**src/design/uart_reg_pkg.sv**
```systemverilog
`default_nettype none

package uart_reg_pkg;

   localparam int WIDTH      = 32; // Bus data width
   localparam int ADDR_WIDTH = 4;

   // Register map
   localparam logic [ADDR_WIDTH-1:0] REG_DR         = 4'd0;  // Tx on write, Rx on read
   localparam logic [ADDR_WIDTH-1:0] REG_CTRL       = 4'd1;
   localparam logic [ADDR_WIDTH-1:0] REG_RSTAT      = 4'd2;
   localparam logic [ADDR_WIDTH-1:0] REG_TSTAT      = 4'd3;
   localparam logic [ADDR_WIDTH-1:0] REG_CPB        = 4'd4;
   localparam logic [ADDR_WIDTH-1:0] REG_STORE_BASE = 4'd12; // Four scratch words, 12 to 15

   // Receive status bits
   localparam int STAT_RXNE    = 0; // Byte waiting to be read
   localparam int STAT_BREAK   = 1;
   localparam int STAT_RXVALID = 2;

   // Transmit status bits
   localparam int STAT_TC = 0; // Transmission complete

   // Control bits
   localparam int CTRL_RX_EN = 0;
   localparam int CTRL_TX_EN = 1;

   // 25 MHz / 217 gives about 115200 baud
   localparam logic [WIDTH-1:0] CPB_RESET = 32'd217;

endpackage

`default_nettype wire

```
**src/design/uart_line_pkg.sv**
```systemverilog
`default_nettype none

package uart_line_pkg;

   // Frame format, 8N1
   localparam int DATA_BITS  = 8;
   localparam int FRAME_BITS = 10; // Start, data and stop

   localparam logic LINE_IDLE = 1'b1; // Mark level

   // Receiver front end
   localparam int SYNC_STAGES = 2;

   // Below this the half-bit sample point gets too coarse
   localparam int MIN_CPB = 4;

endpackage

`default_nettype wire

```
**src/design/uart_tx.sv**
```systemverilog
`timescale 1ns/1ps
`default_nettype none

module uart_tx
(
   input  logic                                 clk,
   input  logic                                 reset,
   input  logic                                 tx_start,
   input  logic [uart_line_pkg::DATA_BITS-1:0]  tx_data,
   input  logic [uart_reg_pkg::WIDTH-1:0]       cycles_per_bit,
   output logic                                 TxD,
   output logic                                 tx_busy
);

   localparam int IDX_W = $clog2(uart_line_pkg::FRAME_BITS);

   logic [uart_reg_pkg::WIDTH-1:0]       cpb_q;   // Bit period frozen for this frame
   logic [uart_reg_pkg::WIDTH-1:0]       cnt;     // Clocks into the current bit
   logic [IDX_W-1:0]                     bit_idx; // 0 start, 1 to 8 data, 9 stop
   logic [uart_line_pkg::DATA_BITS-1:0]  shift;   // Remaining data bits, idle fill on top
   logic                                 bit_end;

   assign bit_end = (cnt == cpb_q - 1'b1);

   always_ff @(posedge clk)
   begin
      if (reset)
      begin
         tx_busy <= 1'b0;
         TxD     <= uart_line_pkg::LINE_IDLE;
         cnt     <= '0;
         bit_idx <= '0;
      end
      else if (!tx_busy)
      begin
         // A start pulse while busy never reaches this branch
         if (tx_start)
         begin
            tx_busy <= 1'b1;
            TxD     <= ~uart_line_pkg::LINE_IDLE; // Start bit
            cnt     <= '0;
            bit_idx <= '0;
         end
      end
      else if (bit_end)
      begin
         cnt <= '0;
         if (bit_idx == IDX_W'(uart_line_pkg::FRAME_BITS - 1))
         begin
            tx_busy <= 1'b0; // End of stop bit, line already idle
         end
         else
         begin
            bit_idx <= bit_idx + 1'b1;
            TxD     <= shift[0];
         end
      end
      else
      begin
         cnt <= cnt + 1'b1;
      end
   end

   // Frame payload
   always_ff @(posedge clk)
   begin
      if (!tx_busy && tx_start)
      begin
         shift <= tx_data;
         cpb_q <= cycles_per_bit;
      end
      else if (tx_busy && bit_end)
      begin
         shift <= {uart_line_pkg::LINE_IDLE, shift[uart_line_pkg::DATA_BITS-1:1]}; // LSB first
      end
   end

   // Line must rest at mark between frames
   a_idle_when_free: assert property (@(posedge clk) disable iff (reset)
      !tx_busy |-> TxD == uart_line_pkg::LINE_IDLE);

   a_busy_needs_start: assert property (@(posedge clk) disable iff (reset)
      $rose(tx_busy) |-> $past(tx_start));

endmodule

`default_nettype wire

```
**src/design/uart_rx.sv**
```systemverilog
`timescale 1ns/1ps
`default_nettype none

module uart_rx
(
   input  logic                                 clk,
   input  logic                                 reset,
   input  logic                                 RxD,
   input  logic                                 rx_en,
   input  logic [uart_reg_pkg::WIDTH-1:0]       cycles_per_bit,
   output logic                                 rx_valid,
   output logic                                 rx_break,
   output logic [uart_line_pkg::DATA_BITS-1:0]  rx_data
);

   localparam int IDX_W = $clog2(uart_line_pkg::DATA_BITS);

   typedef enum logic [2:0]
   {
      RX_IDLE,
      RX_START,
      RX_DATA,
      RX_STOP,
      RX_BREAK
   } rx_state_t;

   rx_state_t                              state;
   logic [uart_line_pkg::SYNC_STAGES-1:0]  sync;       // Metastability chain
   logic                                   rxd_s;
   logic                                   rxd_prev;
   logic                                   start_edge;
   logic [uart_reg_pkg::WIDTH-1:0]         cpb_q;
   logic [uart_reg_pkg::WIDTH-1:0]         cnt;
   logic [IDX_W-1:0]                       bit_idx;
   logic [uart_line_pkg::DATA_BITS-1:0]    shift;
   logic                                   half_end;
   logic                                   bit_end;
   logic                                   take_start;
   logic                                   take_bit;
   logic                                   take_byte;

   assign rxd_s      = sync[uart_line_pkg::SYNC_STAGES-1];
   assign start_edge = (rxd_prev == uart_line_pkg::LINE_IDLE) &&
                       (rxd_s != uart_line_pkg::LINE_IDLE);
   assign half_end   = (cnt == (cpb_q >> 1) - 1'b1); // Middle of start bit
   assign bit_end    = (cnt == cpb_q - 1'b1);

   assign take_start = rx_en && (state == RX_IDLE) && start_edge;
   assign take_bit   = rx_en && (state == RX_DATA) && bit_end;
   assign take_byte  = rx_en && (state == RX_STOP) && bit_end &&
                       (rxd_s == uart_line_pkg::LINE_IDLE);

   always_ff @(posedge clk)
   begin
      if (reset)
      begin
         sync     <= {uart_line_pkg::SYNC_STAGES{uart_line_pkg::LINE_IDLE}};
         rxd_prev <= uart_line_pkg::LINE_IDLE;
      end
      else
      begin
         sync     <= {sync[uart_line_pkg::SYNC_STAGES-2:0], RxD};
         rxd_prev <= rxd_s;
      end
   end

   always_ff @(posedge clk)
   begin
      if (reset)
      begin
         state    <= RX_IDLE;
         cnt      <= '0;
         bit_idx  <= '0;
         rx_valid <= 1'b0;
         rx_break <= 1'b0;
      end
      else if (!rx_en)
      begin
         state    <= RX_IDLE;
         rx_break <= 1'b0;
      end
      else
      begin
         case (state)
            RX_IDLE:
               if (start_edge)
               begin
                  state    <= RX_START;
                  cnt      <= '0;
                  rx_valid <= 1'b0; // Previous byte no longer current
               end
            RX_START:
               if (half_end)
               begin
                  cnt     <= '0;
                  bit_idx <= '0;
                  // High at mid-bit means a glitch
                  state   <= (rxd_s == uart_line_pkg::LINE_IDLE) ? RX_IDLE : RX_DATA;
               end
               else
                  cnt <= cnt + 1'b1;
            RX_DATA:
               if (bit_end)
               begin
                  cnt     <= '0;
                  bit_idx <= bit_idx + 1'b1;
                  if (bit_idx == IDX_W'(uart_line_pkg::DATA_BITS - 1))
                     state <= RX_STOP;
               end
               else
                  cnt <= cnt + 1'b1;
            RX_STOP:
               if (bit_end)
               begin
                  cnt <= '0;
                  if (rxd_s == uart_line_pkg::LINE_IDLE)
                  begin
                     rx_valid <= 1'b1;
                     state    <= RX_IDLE;
                  end
                  else if (shift == '0)
                  begin
                     rx_break <= 1'b1; // Low through the whole frame
                     state    <= RX_BREAK;
                  end
                  else
                     state <= RX_IDLE; // Framing error, byte dropped
               end
               else
                  cnt <= cnt + 1'b1;
            RX_BREAK:
               if (rxd_s == uart_line_pkg::LINE_IDLE)
               begin
                  rx_break <= 1'b0;
                  state    <= RX_IDLE;
               end
            default:
               state <= RX_IDLE;
         endcase
      end
   end

   // Sample shift register and output byte
   always_ff @(posedge clk)
   begin
      if (take_start)
         cpb_q <= cycles_per_bit;
      if (take_bit)
         shift <= {rxd_s, shift[uart_line_pkg::DATA_BITS-1:1]};
      if (take_byte)
         rx_data <= shift;
   end

   a_valid_break_excl: assert property (@(posedge clk) disable iff (reset)
      !(rx_valid && rx_break));

endmodule

`default_nettype wire

```
**src/design/uart.sv**
```systemverilog
`timescale 1ns/1ps
`default_nettype none

module uart
(
   input  logic                                 clk,
   input  logic                                 reset,
   input  logic                                 cs,
   input  logic                                 wen,
   input  logic [uart_reg_pkg::ADDR_WIDTH-1:0]  addr,
   input  logic [uart_reg_pkg::WIDTH-1:0]       din,
   output logic [uart_reg_pkg::WIDTH-1:0]       dout,
   input  logic                                 RxD,
   output logic                                 TxD
);

   typedef enum logic [1:0]
   {
      FSM_IDLE    = 2'b00,
      FSM_GOT     = 2'b01,
      FSM_READOUT = 2'b10
   } rx_fsm_t;

   logic                                 wr;
   logic                                 store_sel;
   logic [uart_reg_pkg::WIDTH-1:0]       control;
   logic [uart_reg_pkg::WIDTH-1:0]       cycles_per_bit;
   logic [uart_reg_pkg::WIDTH-1:0]       store [4];
   logic                                 tx_start;
   logic                                 tx_busy;
   logic                                 rx_en;
   logic                                 rx_valid;
   logic                                 rx_break;
   logic [uart_line_pkg::DATA_BITS-1:0]  rx_data;
   rx_fsm_t                              rx_fsm;
   logic                                 rx_readout;
   logic                                 rx_not_empty;
   logic [uart_reg_pkg::WIDTH-1:0]       rstat;
   logic [uart_reg_pkg::WIDTH-1:0]       tstat;

   assign wr = cs & wen;

   // Top two address bits pick the scratch bank
   assign store_sel = (addr[uart_reg_pkg::ADDR_WIDTH-1:2] ==
                       uart_reg_pkg::REG_STORE_BASE[uart_reg_pkg::ADDR_WIDTH-1:2]);

   always_ff @(posedge clk)
   begin
      if (reset)
      begin
         control        <= '0;
         cycles_per_bit <= uart_reg_pkg::CPB_RESET;
         for (int i = 0; i < 4; i++)
            store[i] <= '0;
      end
      else if (wr)
      begin
         if (addr == uart_reg_pkg::REG_CTRL)
            control <= din;
         if (addr == uart_reg_pkg::REG_CPB)
            cycles_per_bit <= din;
         if (store_sel)
            store[addr[1:0]] <= din;
      end
   end

   // Data register write starts a frame when Tx is enabled
   assign tx_start = wr && (addr == uart_reg_pkg::REG_DR) &&
                     control[uart_reg_pkg::CTRL_TX_EN];
   assign rx_en    = control[uart_reg_pkg::CTRL_RX_EN];

   uart_tx utx
   (
      .clk            (clk),
      .reset          (reset),
      .tx_start       (tx_start),
      .tx_data        (din[uart_line_pkg::DATA_BITS-1:0]),
      .cycles_per_bit (cycles_per_bit),
      .TxD            (TxD),
      .tx_busy        (tx_busy)
   );

   uart_rx urx
   (
      .clk            (clk),
      .reset          (reset),
      .RxD            (RxD),
      .rx_en          (rx_en),
      .cycles_per_bit (cycles_per_bit),
      .rx_valid       (rx_valid),
      .rx_break       (rx_break),
      .rx_data        (rx_data)
   );

   // Tracks whether the current received byte has been read
   assign rx_readout = cs && !wen && (addr == uart_reg_pkg::REG_DR);

   always_ff @(posedge clk)
   begin
      if (reset)
         rx_fsm <= FSM_IDLE;
      else
      begin
         case (rx_fsm)
            FSM_IDLE:    rx_fsm <= rx_valid ? FSM_GOT : FSM_IDLE;
            FSM_GOT:     rx_fsm <= rx_readout ? FSM_READOUT : FSM_GOT;
            FSM_READOUT: rx_fsm <= !rx_valid ? FSM_IDLE : FSM_READOUT; // Wait for next start
            default:     rx_fsm <= FSM_IDLE;
         endcase
      end
   end

   assign rx_not_empty = (rx_fsm == FSM_GOT);

   always_comb
   begin
      rstat = '0;
      rstat[uart_reg_pkg::STAT_RXNE]    = rx_not_empty;
      rstat[uart_reg_pkg::STAT_BREAK]   = rx_break;
      rstat[uart_reg_pkg::STAT_RXVALID] = rx_valid;
      tstat = '0;
      tstat[uart_reg_pkg::STAT_TC] = !tx_busy;
   end

   // Read mux
   always_comb
   begin
      if (store_sel)
         dout = store[addr[1:0]];
      else
      begin
         case (addr)
            uart_reg_pkg::REG_DR:
               dout = {{(uart_reg_pkg::WIDTH - uart_line_pkg::DATA_BITS){1'b0}}, rx_data};
            uart_reg_pkg::REG_CTRL:  dout = control;
            uart_reg_pkg::REG_RSTAT: dout = rstat;
            uart_reg_pkg::REG_TSTAT: dout = tstat;
            uart_reg_pkg::REG_CPB:   dout = cycles_per_bit;
            default:                 dout = '0; // Holes at 5 to 11
         endcase
      end
   end

   a_fsm_legal: assert property (@(posedge clk) disable iff (reset)
      rx_fsm inside {FSM_IDLE, FSM_GOT, FSM_READOUT});

   // Both engines rely on a usable half-bit point
   a_cpb_min: assert property (@(posedge clk) disable iff (reset)
      (wr && (addr == uart_reg_pkg::REG_CPB)) |-> din >= uart_line_pkg::MIN_CPB);

endmodule

`default_nettype wire

```
**config.mk**
```make
export PLATFORM = sky130hd
export DESIGN_NAME = uart
export DESIGN_NICKNAME = d
export VERILOG_FILES = /design/src/design/uart_reg_pkg.sv /design/src/design/uart_line_pkg.sv /design/src/design/uart_tx.sv /design/src/design/uart_rx.sv /design/src/design/uart.sv
export SDC_FILE = /design/constraint.sdc
export NUM_CORES = 1
export LEC_CHECK = 0
export BUFFER_PORTS_ARGS = -buffer_cell sky130_fd_sc_hd__clkbuf_2
export CORE_MARGIN = 2
export CORE_UTILIZATION = 61
export CTS_CLUSTER_SIZE = 16
export DETAILED_ROUTE_END_ITERATION = 8
export GPL_TIMING_DRIVEN = 0
export PLACE_DENSITY_LB_ADDON = 0.3
export SLEW_MARGIN = 40
export SYNTH_ARGS = -nofsm -noshare
export SYNTH_HDL_FRONTEND = slang
export SYNTH_SLANG_ARGS = --single-unit
```
**constraint.sdc**
```tcl
create_clock -name clk -period 6.9 [get_ports clk]
set_input_delay 1.035 -clock clk [delete_from_list [all_inputs] [get_ports clk]]
set_output_delay 1.035 -clock clk [all_outputs]
set_load 0.05 [all_outputs]
```
==> results.ini <==
[cells_and_area]
drive_gt1_frac = 0.123
fillCellCount = 2302
final_area_um2 = 21400
area_delta_synth_final_pct = 12.7
final_util = 0.700
fin_nets = 2108
seqCellArea_um2 = 9430
diodes = 0
multiInputGateArea_um2 = 8810

[logic_synthesis]
postSynthCellCount = 1932
synth_seq_cells = 363
yosysWarnings = 0
async_flop_share = 0
mappedNetlistArea_um2 = 19000
synth_flop_cell = edfxtp_1
seq_area_frac_synth = 0.496
synth.distinct_cells = 80
synth_edf_count = 216
syn_avg_cell_area_um2 = 9.83
synth_nets = 1982

[status]
status = complete, no violations

[routing]
top_layer = met5
met3_length_um = 5110
wire_per_inst_um = 21.9
routed_via_density = 6.48
dr_wl_met2_um = 25900
vias = 16100
wl_um = 54500
met1_length_um = 21600
drt_iter0_drc = 2136
ant_nets = 0
drtPass1Iterations = 7
drc = 0

[clock_tree]
cts_buffer_depth = 3
cts_repair_resize_count = 0
cts_num_sinks = 363
cts-hold-fix-buffers = 0
postCtsSetupBuffers = 0
clk_pin_slew_ns = 0.06
tritoncts = done
clk_latency_ns = 0.54
cts_buffers = 39
root_buffer = clkbuf_16
cts_max_level = 2

[timing]
hold_viol = 0
finClkSkew_ns = 0.0204
setup_tns_ns = 0
finalCriticalPeriod_ns = 4.85
report.final.slew_viol_count = 0
setup_viol = 0
fmax_ghz = 0.206
worst_slew_pin_slew_ns = 0.947
max_slew_margin = 0.360
rsz0062_at_grt = no
post-route-period-util = 0.703

[grt]
grt_pass1_vias = 15400
grt_start_max_net_pins = 42
overflow = 0
antenna_found_initial = 1
grt_pass1_wl_um = 84900
track_usage = 0.330

[setup_path]
ff2ff_path_depth = 12
crit_top_cell = clkbuf_1
crit_fanout = 10
r2r_start = urx.cpb_q[8]
worstSetupPathType = in -> out
crit_buf_inv = 6
cp.required_ns = 5.86
reg2reg_slack_ns = 2.06
crit_chain = clkbuf_1 > nand2b_1 > clkbuf_1 > nor3_1 > clkbuf_1 > buf_1 > a222oi_1 > inv_1 > clkbuf_2
cpLargestDelayFamily = buffers and inverters
endpoint_kind = primary output
cp_slowest_cell = buf_1
cpPeakStageDelay_ns = 0.49
r2r-end = urx.cnt[22]
cp_data_arrival_time_ns = 3.81
critPathLaunchType = primary input

[die]
die_x_um = 180
core_area_um2 = 30600
ios = 74
die_area_um2 = 32600
die_h_um = 180
initial_core_util = 0.621
placementRows = 64

[placement]
place.gp.congestion = 0.973
portBuffers = 69
dpl_cell_area_um2 = 20100
hpwl_um = 40100

[min_path]
holdPathStages = 1
hold_end = urx.sync[1]
hold_class = reg -> reg
worstHoldStart = urx.sync[0]

[pwr]
powerDensity_nw_per_um2 = 223
vdd_drop_max_uv = 231
leakagePower_nw = 7.66

[flow_run]
maxCapViolCount = 0

metrics by stage:
stage / cells / power (mW) / hold slack (ns) / setup slack (ns)
after detailed placement: 2413 / 2.64 / 0.403 / 1.97
after global routing: 2485 / 4.86 / 0.436 / 1.86
after CTS: 2485 / 4.76 / 0.421 / 1.94
after floorplan: 1932 / 2.54 / 0.389 / 2.30
after global placement: 2397 / 2.63 / 0.393 / 0.271
final: 2485 / 4.77 / 0.421 / 2.05
registers in the layout (all words and copies together), names as in the netlist, 32 cells and up:
signal / cells
urx.cnt: 32
store: 128
cycles_per_bit: 32
utx.cpb_q: 32
urx.cpb_q: 32
utx.cnt: 32
control: 32
synth_stat cells, types with 11 or more instances:
cell / number / area [um^2]
nand3b_1: 12 / 90.1
o21a_1: 12 / 90.1
nor3b_1: 14 / 105
xor2_1: 54 / 473
xnor2_1: 90 / 788
nand2b_1: 15 / 93.8
and3_1: 63 / 394
nor2_1: 156 / 586
edfxtp_1: 216 / 6490
or3_1: 19 / 119
buf_1: 11 / 41.3
a31oi_1: 19 / 119
nor3_1: 48 / 240
o311ai_0: 16 / 140
buf_2: 12 / 60.1
a21oi_1: 84 / 420
clkbuf_1: 118 / 443
or4_1: 24 / 180
o31ai_1: 12 / 90.1
nand2_1: 268 / 1010
o21ai_0: 24 / 120
nand3_1: 70 / 350
nand4_1: 32 / 200
and2_1: 15 / 93.8
nor4_1: 52 / 325
or2_2: 14 / 87.6
mux4_2: 32 / 721
a222oi_1: 30 / 300
dfxtp_1: 147 / 2940
nor2b_1: 20 / 125
inv_1: 73 / 274
metal layers:
layer,global-route usage,up-vias
met2,0.544,890
li1,-,7349
met1,0.449,7718
met5,0,-
met3,0.0439,143
met4,0.121,2
cell type report:
type                       instances  share of cell area
inverter                          74              0.0130
tap                              396              0.0232
sequential                       363               0.441
multi-input combinational       1350               0.412
clock inverter                    28              0.0140
clock buffer                      44              0.0479
buffer                           145              0.0272
timing repair buffer              85              0.0225
worst reg2reg max path: stages, from the launching register on:
cell,delay (ns)
edfxtp_1,0.40
clkbuf_1,0.25
nor4_1,0.76
nand4_1,0.38
clkbuf_1,0.37
xnor2_1,0.24
nand4_1,0.12
a2111oi_1,0.77
nand4_2,0.43
a22oi_4,0.37
nor2_1,0.10
clkbuf_1,0.29
a22o_1,0.28
how the worst max path moves through the flow:
stage | from | end | slack [ns] | cells after the start
after CTS | utx.cpb_q[6] | utx.shift[6] | 1.94 | 10
after global routing | urx.cpb_q[8] | urx.cnt[1] | 1.86 | 12
after floorplan | addr[0] | store[3][0] | 2.30 | 4
after global placement | addr[1] | store[3][23] | 0.27 | 4
final | addr[1] | dout[29] | 2.05 | 9
after detailed placement | utx.cpb_q[6] | utx.shift[6] | 1.97 | 10
logic make-up (layout without fill, tap and decap cells):
group                      count (synthesis)  after routing  synth area share
xor gates and xnor gates                 144            144            0.0664
buffers and inverters                    219            376            0.0449
DFF                                      363            363             0.496
muxes                                     52             52            0.0491
adders and majority gates                  9              9           0.00593
AOI/OAI and AO/OA                        281            281             0.106
and+or+nand+nor                          864            864             0.231
cell usage in the layout (no fill, tap or decap), types with 12 or more instances in the layout:
cell type,n
nand2_1,266
edfxtp_1,216
nor2_1,156
dfxtp_1,147
clkbuf_1,119
xnor2_1,90
a21oi_1,83
inv_1,73
clkbuf_2,71
nand3_1,70
and3_1,63
xor2_1,54
nor3_1,47
nor4_1,46
clkbuf_16,40
mux4_2,32
nand4_1,32
a222oi_1,30
o21ai_0,24
or4_1,24
buf_2,22
nor2b_1,20
a31oi_1,19
or3_1,19
o311ai_0,16
and2_1,15
nand2b_1,15
or2_2,14
nor3b_1,14
nand3b_1,12
o21a_1,12
where the power goes:
part / total (mW) / internal (mW) / switching [mW]
clock network: 2.16 / 1.27 / 0.892
registers: 2.35 / 2.33 / 0.0179
logic: 0.256 / 0.0754 / 0.180
Power figures use the tool's default switching activity.
